==> src/include/txController_defines.svh <==
`ifndef TXCONTROLLER_DEFINES_SVH
`define TXCONTROLLER_DEFINES_SVH

// transducer channels and their timing widths
`define CHANNELS 8
`define PHASE_W 16
`define CHARGE_W 9

// control word fields
`define MODE_LSB 0
`define MODE_W 2
`define CMD_LSB 2
`define CMD_W 9
`define TRIG_LSB 11
`define TRIG_W 8
`define LED_LSB 19
`define LED_W 7
`define ATTEN_BIT 26
`define CHARGE_SEL_LSB 27
`define CHARGE_SEL_W 2
`define ASYNC_BIT 29

// bit index inside the command field, one hot per command
`define CMD_FIRE 1
`define CMD_SET_PHASE 2
`define CMD_SET_TRIG_LEDS 3
`define CMD_ISSUE_RCV_TRIG 4
`define CMD_ASYNC_RCV_TRIG 5
`define CMD_SET_VAR_ATTEN 6
`define CMD_RESET_INTERRUPT 8

// interrupt word bits
`define IRQ_CMD 0
`define IRQ_RCV_DONE 3
`define IRQ_EMERGENCY 31

`endif

==> src/hw/txControllerPkg.sv <==
package txControllerPkg;

	// control mode, bits 1:0 of the control word
	// both RAM modes are not implemented and act like idle
	typedef enum logic [1:0]
	{
		modeIdle       = 2'b00,
		modePio        = 2'b01,
		modeRam        = 2'b10,
		modeRamSubcall = 2'b11
	} txMode;

endpackage

==> src/hw/pioCommandDecoder.sv <==
`include "txController_defines.svh"

module pioCommandDecoder
	import txControllerPkg::*;
(
	input  logic                      txCLK,
	input  logic                      reset,
	input  logic [31:0]               controlComms,
	output txMode                     mode,
	output logic                      cmdValid,
	output logic [`CMD_W-1:0]         cmd,
	output logic [`TRIG_W-1:0]        trigBits,
	output logic [`LED_W-1:0]         ledBits,
	output logic                      attenBit,
	output logic [`CHARGE_SEL_W-1:0]  chargeSel,
	output logic                      asyncRcv
);

	logic [`ASYNC_BIT:0] wordReg;   // bits above the async flag are unused
	logic [`CMD_W-1:0]   prevCmd;
	txMode               wordMode;
	logic [`CMD_W-1:0]   wordCmd;

	assign wordMode = txMode'(wordReg[`MODE_LSB +: `MODE_W]);
	assign wordCmd  = wordReg[`CMD_LSB +: `CMD_W];

	// first stage, sample the PIO register
	always_ff @(posedge txCLK)
	begin
		if (reset)
			wordReg <= '0;
		else
			wordReg <= controlComms[`ASYNC_BIT:0];
	end

	// a command acts only when its field changes
	always_ff @(posedge txCLK)
	begin
		if (reset)
		begin
			mode     <= modeIdle;
			cmdValid <= 1'b0;
			prevCmd  <= '0;
		end
		else
		begin
			mode <= wordMode;
			case (wordMode)
				modePio:
				begin
					prevCmd  <= wordCmd;
					cmdValid <= (wordCmd != '0) && (wordCmd != prevCmd);
				end
				default:
				begin
					prevCmd  <= '0;   // forget, so a later PIO session repeats it
					cmdValid <= 1'b0;
				end
			endcase
		end
	end

	// fields travel alongside the strobe
	always_ff @(posedge txCLK)
	begin
		cmd       <= wordCmd;
		trigBits  <= wordReg[`TRIG_LSB +: `TRIG_W];
		ledBits   <= wordReg[`LED_LSB +: `LED_W];
		attenBit  <= wordReg[`ATTEN_BIT];
		chargeSel <= wordReg[`CHARGE_SEL_LSB +: `CHARGE_SEL_W];
		asyncRcv  <= wordReg[`ASYNC_BIT];
	end

endmodule

==> src/hw/pioSequencer.sv <==
`include "txController_defines.svh"

module pioSequencer
	import txControllerPkg::*;
(
	input  logic                                  txCLK,
	input  logic                                  reset,
	input  txMode                                 mode,
	input  logic                                  cmdValid,
	input  logic [`CMD_W-1:0]                     cmd,
	input  logic [`TRIG_W-1:0]                    trigBits,
	input  logic [`LED_W-1:0]                     ledBits,
	input  logic                                  attenBit,
	input  logic [`CHARGE_SEL_W-1:0]              chargeSel,
	input  logic                                  asyncRcv,
	input  logic [31:0]                           chargeTimeReg,
	input  logic [31:0]                           phaseDelay01,
	input  logic [31:0]                           phaseDelay23,
	input  logic [31:0]                           phaseDelay45,
	input  logic [31:0]                           phaseDelay67,
	input  logic [`TRIG_W-1:0]                    triggerRestLevels,
	input  logic [`LED_W-1:0]                     ledRestLevels,
	input  logic [`CHANNELS-1:0]                  transducerMask,
	input  logic                                  adcTriggerAck,
	input  logic [`CHANNELS-1:0]                  fireDone,
	output logic                                  fireStart,
	output logic [`CHARGE_W-1:0]                  chargeTime,
	output logic [`CHANNELS-1:0][`PHASE_W-1:0]    phaseDelays,
	output logic [`CHANNELS-1:0]                  channelMask,
	output logic [`TRIG_W-1:0]                    triggerOutputs,
	output logic [`LED_W-1:0]                     ledOutputs,
	output logic                                  varRxAtten,
	output logic                                  adcTriggerLine,
	output logic [31:0]                           interrupt,
	output logic                                  emergency
);

	logic       busy;        // a fire is running on some channel
	logic       rcvSync;     // pending ADC trigger was a synchronous one
	logic [7:0] chargeByte;
	logic       issueRcv;
	logic       asyncIssue;

	assign chargeByte = chargeTimeReg[{chargeSel, 3'b000} +: 8];

	// the async command bit implies an issue, the async field only changes its kind
	assign issueRcv   = cmd[`CMD_ISSUE_RCV_TRIG] | cmd[`CMD_ASYNC_RCV_TRIG];
	assign asyncIssue = cmd[`CMD_ASYNC_RCV_TRIG] | asyncRcv;

	always_ff @(posedge txCLK)
	begin
		if (reset)
		begin
			fireStart      <= 1'b0;
			busy           <= 1'b0;
			channelMask    <= '0;
			chargeTime     <= '0;
			phaseDelays    <= '0;
			triggerOutputs <= triggerRestLevels;
			ledOutputs     <= ledRestLevels;
			varRxAtten     <= 1'b0;
			adcTriggerLine <= 1'b0;
			rcvSync        <= 1'b0;
			interrupt      <= '0;
			emergency      <= 1'b0;
		end
		else
		begin
			fireStart <= 1'b0;

			// channels still report done on the edge that sees fireStart
			if (busy && !fireStart && (&fireDone))
				busy <= 1'b0;

			if (adcTriggerLine && adcTriggerAck)
			begin
				adcTriggerLine <= 1'b0;
				if (rcvSync)
					interrupt[`IRQ_RCV_DONE] <= 1'b1;
			end

			case (mode)
				modePio:
				begin
					if (cmdValid)
					begin
						if (cmd[`CMD_RESET_INTERRUPT])
							interrupt <= '0;
						else
							interrupt[`IRQ_CMD] <= 1'b1;

						// delays and charge time stay put while a fire runs
						if (cmd[`CMD_SET_PHASE] && !busy)
						begin
							chargeTime  <= {chargeByte, 1'b1};
							phaseDelays <= {phaseDelay67, phaseDelay45,
								phaseDelay23, phaseDelay01};
						end

						if (cmd[`CMD_FIRE])
						begin
							if (busy)
							begin
								emergency                  <= 1'b1;   // sticky
								interrupt[`IRQ_EMERGENCY]  <= 1'b1;
							end
							else
							begin
								fireStart   <= 1'b1;
								busy        <= 1'b1;
								channelMask <= transducerMask;
							end
						end

						if (cmd[`CMD_SET_TRIG_LEDS])
						begin
							triggerOutputs <= trigBits ^ triggerRestLevels;
							ledOutputs     <= ledBits ^ ledRestLevels;
						end

						if (cmd[`CMD_SET_VAR_ATTEN])
							varRxAtten <= attenBit;

						if (issueRcv && !adcTriggerLine)
						begin
							adcTriggerLine <= 1'b1;
							rcvSync        <= !asyncIssue;
						end
					end
				end
				default:
				begin
					// idle and the RAM modes rest all outputs
					triggerOutputs <= triggerRestLevels;
					ledOutputs     <= ledRestLevels;
					varRxAtten     <= 1'b0;
					adcTriggerLine <= 1'b0;
				end
			endcase
		end
	end

endmodule

==> src/hw/pulseChannel.sv <==
`include "txController_defines.svh"

module pulseChannel
(
	input  logic                  txCLK,
	input  logic                  reset,
	input  logic                  fireStart,
	input  logic                  mask,
	input  logic [`CHARGE_W-1:0]  chargeTime,
	input  logic [`PHASE_W-1:0]   phaseDelay,
	output logic                  transducerOutput,
	output logic                  fireDone
);

	localparam logic [1:0] stDelay = 2'd0;
	localparam logic [1:0] stPulse = 2'd1;
	localparam logic [1:0] stDone  = 2'd2;

	logic [1:0]          state;
	logic [`PHASE_W-1:0] count;    // shared by delay and pulse
	logic [`PHASE_W-1:0] pulseLoad;

	// charge time minus one, widened to the counter
	assign pulseLoad = {{(`PHASE_W-`CHARGE_W){1'b0}}, chargeTime - 1'b1};

	always_ff @(posedge txCLK)
	begin
		if (reset)
		begin
			state <= stDone;
			count <= '0;
		end
		else if (fireStart)
		begin
			if (!mask)
				state <= stDone;   // masked channel never pulses
			else if (phaseDelay == '0)
			begin
				state <= stPulse;
				count <= pulseLoad;
			end
			else
			begin
				state <= stDelay;
				count <= phaseDelay - 1'b1;
			end
		end
		else
		begin
			case (state)
				stDelay:
				begin
					if (count == '0)
					begin
						state <= stPulse;
						count <= pulseLoad;
					end
					else
						count <= count - 1'b1;
				end
				stPulse:
				begin
					if (count == '0)
						state <= stDone;
					else
						count <= count - 1'b1;
				end
				default:
					state <= stDone;
			endcase
		end
	end

	assign transducerOutput = (state == stPulse);
	assign fireDone         = (state == stDone);

endmodule

==> src/hw/txController.sv <==
`include "txController_defines.svh"

module txController
	import txControllerPkg::*;
(
	input  logic                  txCLK,
	input  logic                  reset,
	input  logic [31:0]           controlComms,
	input  logic [31:0]           chargeTimeReg,
	input  logic [31:0]           phaseDelay01,
	input  logic [31:0]           phaseDelay23,
	input  logic [31:0]           phaseDelay45,
	input  logic [31:0]           phaseDelay67,
	input  logic [`TRIG_W-1:0]    triggerRestLevels,
	input  logic [`LED_W-1:0]     ledRestLevels,
	input  logic [`CHANNELS-1:0]  transducerMask,
	input  logic                  adcTriggerAck,
	output logic [`CHANNELS-1:0]  transducerOutput,
	output logic [`TRIG_W-1:0]    triggerOutputs,
	output logic [`LED_W-1:0]     ledOutputs,
	output logic                  varRxAtten,
	output logic                  adcTriggerLine,
	output logic [31:0]           interrupt,
	output logic                  emergency
);

	// decoder to sequencer
	txMode                          mode;
	logic                           cmdValid;
	logic [`CMD_W-1:0]              cmd;
	logic [`TRIG_W-1:0]             trigBits;
	logic [`LED_W-1:0]              ledBits;
	logic                           attenBit;
	logic [`CHARGE_SEL_W-1:0]       chargeSel;
	logic                           asyncRcv;

	// sequencer to channels
	logic                           fireStart;
	logic [`CHARGE_W-1:0]           chargeTime;
	logic [`CHANNELS-1:0][`PHASE_W-1:0] phaseDelays;
	logic [`CHANNELS-1:0]           channelMask;
	logic [`CHANNELS-1:0]           fireDone;

	pioCommandDecoder decoder
	(
		.txCLK        (txCLK),
		.reset        (reset),
		.controlComms (controlComms),
		.mode         (mode),
		.cmdValid     (cmdValid),
		.cmd          (cmd),
		.trigBits     (trigBits),
		.ledBits      (ledBits),
		.attenBit     (attenBit),
		.chargeSel    (chargeSel),
		.asyncRcv     (asyncRcv)
	);

	pioSequencer sequencer
	(
		.txCLK             (txCLK),
		.reset             (reset),
		.mode              (mode),
		.cmdValid          (cmdValid),
		.cmd               (cmd),
		.trigBits          (trigBits),
		.ledBits           (ledBits),
		.attenBit          (attenBit),
		.chargeSel         (chargeSel),
		.asyncRcv          (asyncRcv),
		.chargeTimeReg     (chargeTimeReg),
		.phaseDelay01      (phaseDelay01),
		.phaseDelay23      (phaseDelay23),
		.phaseDelay45      (phaseDelay45),
		.phaseDelay67      (phaseDelay67),
		.triggerRestLevels (triggerRestLevels),
		.ledRestLevels     (ledRestLevels),
		.transducerMask    (transducerMask),
		.adcTriggerAck     (adcTriggerAck),
		.fireDone          (fireDone),
		.fireStart         (fireStart),
		.chargeTime        (chargeTime),
		.phaseDelays       (phaseDelays),
		.channelMask       (channelMask),
		.triggerOutputs    (triggerOutputs),
		.ledOutputs        (ledOutputs),
		.varRxAtten        (varRxAtten),
		.adcTriggerLine    (adcTriggerLine),
		.interrupt         (interrupt),
		.emergency         (emergency)
	);

	for (genvar i = 0; i < `CHANNELS; i++)
	begin : channel
		pulseChannel pulser
		(
			.txCLK            (txCLK),
			.reset            (reset),
			.fireStart        (fireStart),
			.mask             (channelMask[i]),
			.chargeTime       (chargeTime),
			.phaseDelay       (phaseDelays[i]),
			.transducerOutput (transducerOutput[i]),
			.fireDone         (fireDone[i])
		);
	end

endmodule

==> config.mk <==
export PLATFORM = sky130hd
export DESIGN_NAME = txController
export DESIGN_NICKNAME = d
export VERILOG_FILES = /design/src/hw/txControllerPkg.sv /design/src/hw/pioCommandDecoder.sv /design/src/hw/pioSequencer.sv /design/src/hw/pulseChannel.sv /design/src/hw/txController.sv
export VERILOG_INCLUDE_DIRS = /design/src /design/src/include
export SDC_FILE = /design/constraint.sdc
export NUM_CORES = 1
export LEC_CHECK = 0
export BUFFER_PORTS_ARGS = -buffer_cell sky130_fd_sc_hd__buf_4
export CAP_MARGIN = 10
export CORE_MARGIN = 1
export CORE_UTILIZATION = 45
export DETAILED_ROUTE_END_ITERATION = 8
export PLACE_DENSITY = 0.74
export SYNTH_ARGS = -nofsm -noshare
export SYNTH_HDL_FRONTEND = slang
export SYNTH_SLANG_ARGS = --single-unit
==> constraint.sdc <==
create_clock -name txCLK -period 3.2 [get_ports txCLK]
set_clock_uncertainty 0.15 [all_clocks]
set_input_delay 0.48 -clock txCLK [delete_from_list [all_inputs] [get_ports txCLK]]
set_output_delay 0.48 -clock txCLK [all_outputs]
set_load 0.1 [all_outputs]
==> results.ini <==
[detailed_routing]
via_per_inst=5.78
drt_drc_violations_left=0
routedWlPerCell_microns=17.7
drt_iter0_drc=2010
ant_nets=0
wl_microns=61300
vias=20000
drt_pass1_iterations=7

[power]
swShare_pct=24.2
powerDensity_nw_per_um2=427
clkPwrFrac_pct=46.8
seq_power_share_pct=45.3
ir_drop_uv=386
power.net_switching_mw=2.60
p_leak_nw=10.4
pwr-share-comb_pct=7.9
internal_power_mw=8.13

[floorplan]
core_sq_um=44300
die_h_microns=214
pin_count=276
rows=77
initial_core_util_pct=45.7
die_w_microns=214
dieArea_sq_um=45900

[global_routing]
grt_use_met2_pct=43.1
grt_max_degree=107
grt_pass1_vias=19400
grt_util_met1_pct=34.1
busiest_layer=met2
grt.total_usage_pct=26.1
grt-ovfl-total=0
grt_util_met3_pct=3.50
grt_pass1_wl_microns=99600
antenna_found_initial=0

[setup_path]
critPathMaxFanout=9
worstSetupPathType=reg2reg
worstSetupEndpointType=flop
critPathLaunchType=flop
r2r_slack_ns=0.40
worstPathRequired_ns=3.54
arrival_ns=3.14

[cts]
clock-sinks=381
htreeDepth=2
cts_inserted_buffers=43
worstSkewPairLatency_ns=0.58
cts_tree=built
cts.clk_slew.worst_paths_ns=0.06
max-clock-path-buffers=3
root_buffer=clkbuf_16

[synthesis]
synthCells=2529
synth_edf_count=15
yosys_warnings=0
syn_avg_cell_area_sq_um=8.02
synthArstFlopShare_pct=0
synth.distinct_cells=94
synth_area_sq_um=20300
ys.flop_type=dfxtp_1
synth_seq_cells=381
yosysSeqAreaShare_pct=38.4

[sta]
layout_min_cycle_time_ns=2.80
maxSlewViolCount=0
slew-limit-headroom_pct=45.0
max_slew.worst_pin.slew_ns=0.825
final-setup-viol-count=0
finalHoldViolCount=0
setup_ws_ns=0.398
setup_tns_ns=0
rsz0062_at_grt=false
whs_ns=0.0178
period_share_pct=87.6
fmax_mhz=357

[placed_design]
dp.final_hpwl_microns=43100
place_inst=3274
io_buffer_count=244
preCtsSetupSlack_ns=0.428
routabilityCongestion=0.936

[layout]
utilization_pct=56.7
area_growth_pct=23.9
fillers=4023
stdcell_count=3458
drive_above_1_share_pct=15.5
num-nets-final=3075
n_antenna_cell=0

[hold_path]
hold_class=in2reg

[job]
cap_violations=0

[status]
status=completed

## critical path, stage by stage, from the launching register on
cell	delay, ns
dfxtp_1	0.36
inv_1	0.11
ha_1	0.27
nor2b_1	0.32
nand2_1	0.16
nor4_2	0.41
a21oi_1	0.34
buf_4	0.26
o311a_1	0.11
a211oi_1	0.23
## cells in the final DEF (no fill, tap or decap), types with 10 or more instances in the layout
master / count
a211oi_1: 45
o31ai_1: 12
o221ai_1: 13
a32o_1: 17
clkbuf_16: 44
nand4_1: 16
or4_1: 29
dlygate4sd3_1: 104
nand3_1: 44
o22ai_1: 44
and2_1: 12
nor4b_1: 11
nor4_1: 45
o32ai_1: 23
buf_4: 299
ha_1: 25
or3_1: 22
xnor2_1: 95
nand2b_1: 13
a21oi_1: 253
nor2_1: 193
nor3b_1: 19
o21ai_0: 108
o21ai_1: 11
nor3_1: 92
edfxtp_1: 15
nor2b_1: 50
dfxtp_1: 365
mux2i_1: 13
xor2_1: 73
conb_1: 29
inv_1: 57
nand2_1: 420
o21a_1: 11
clkinv_2: 11
nand3b_1: 10
a31oi_1: 17
## power by group through the flow
stage	logic, mW	registers [mW]	clock network [mW]
global route	0.892	4.87	5.28
finish	0.849	4.86	5.02
floorplan	0.368	5.06	0
global placement	0.731	4.97	0
CTS	0.844	4.86	5.07
detailed placement	0.740	4.97	0
## registers in the layout, indices dropped and copies added, names as in the netlist, 8 cells and up
| register | flops |
|---|---|
| sequencer.channelMask | 8 |
| decoder.wordReg | 30 |
| sequencer.phaseDelays | 128 |
| sequencer.triggerOutputs | 8 |
| channel.pulser.state | 16 |
| decoder.prevCmd | 9 |
| sequencer.chargeTime | 9 |
| decoder.trigBits | 8 |
| channel.pulser.count | 128 |
## through the flow
| stage | total power, mW | cell area, sq um |
|---|---|---|
| floorplan | 5.42 | 20400 |
| global placement | 5.70 | 22600 |
| detailed placement | 5.71 | 22600 |
| CTS | 10.8 | 25100 |
| global route | 11.0 | 25100 |
| finish | 10.7 | 25100 |
## Yosys cell counts, types with 8 or more instances
cell type | count | area [sq um]
ha_1 | 25 | 313
nor2_1 | 193 | 724
a21oi_1 | 253 | 1270
nor3_1 | 93 | 465
or3_1 | 22 | 138
a31oi_1 | 17 | 106
o21ai_0 | 108 | 541
nor3b_1 | 19 | 143
o32ai_1 | 23 | 201
xnor2_1 | 98 | 858
mux2i_1 | 13 | 130
o22ai_1 | 44 | 275
a32o_1 | 17 | 170
nand2_1 | 421 | 1580
o31ai_1 | 12 | 90.1
or4_1 | 29 | 218
o221a_2 | 8 | 90.1
nor4_1 | 45 | 282
nand4_1 | 16 | 100
buf_2 | 14 | 70.1
a211oi_1 | 45 | 338
o31a_1 | 9 | 78.8
buf_1 | 11 | 41.3
o221ai_1 | 13 | 114
nand2b_1 | 13 | 81.3
a21o_1 | 9 | 67.6
nor2b_1 | 50 | 313
nand3_1 | 44 | 220
mux4_2 | 8 | 180
xor2_1 | 74 | 648
and2_1 | 13 | 81.3
clkbuf_1 | 114 | 428
nand3b_1 | 10 | 75.1
o21ai_1 | 11 | 55.1
inv_1 | 59 | 221
dfxtp_1 | 366 | 7330
o21a_1 | 11 | 82.6
edfxtp_1 | 15 | 450
buf_4 | 37 | 278
nor4b_1 | 11 | 96.3
## cell type report
class	instances	area, sq um	share of cell area, %
Multi-Input combinational cell	1938	11600	46.1
Sequential cell	381	7780	31.0
Timing Repair Buffer	408	3370	13.4
Clock buffer	59	1230	4.88
Tap cell	592	741	2.95
Inverter	60	225	0.896
Clock inverter	20	200	0.797
## logic make-up after synthesis
| family | count (synthesis) | share of synthesized area, % |
|---|---|---|
| mux | 24 | 1.70 |
| buf+inv | 238 | 5.27 |
| xor+xnor | 172 | 7.43 |
| flops | 381 | 38.4 |
| compound gates | 661 | 21.0 |
| fa+ha+maj | 25 | 1.54 |
| other cells | 1 | 0.0185 |
| simple gates | 1027 | 24.7 |
## repair_timing
| item | CTS | global route |
|---|---|---|
| hold buffers | 104 | 0 |
| endpoints found under the hold margin | 104 | 0 |
| setup endpoints to repair | 0 | 0 |
| gates resized for setup | 0 | 0 |
| buffers inserted | 0 | 0 |
## per-layer routing
| metal | up-vias | routed length, microns |
|---|---|---|
| met5 | - | 0 |
| met2 | 769 | 28400 |
| li1 | 9591 | - |
| met4 | 0 | 2380 |
| met3 | 159 | 4050 |
| met1 | 9470 | 26500 |
## path summary, 6_finish.rpt
kind                                   start  cells after the start                    endpoint
setup / recovery  channel[3].pulser.count[0]                      9  channel[3].pulser.count[4]
hold / removal              phaseDelay23[24]                      3   sequencer.phaseDelays[56]
setup reg to reg  channel[3].pulser.count[0]                      9  channel[3].pulser.count[4]
hold reg to reg          decoder.wordReg[19]                      0          decoder.ledBits[0]
Power figures use the tool's default switching activity.
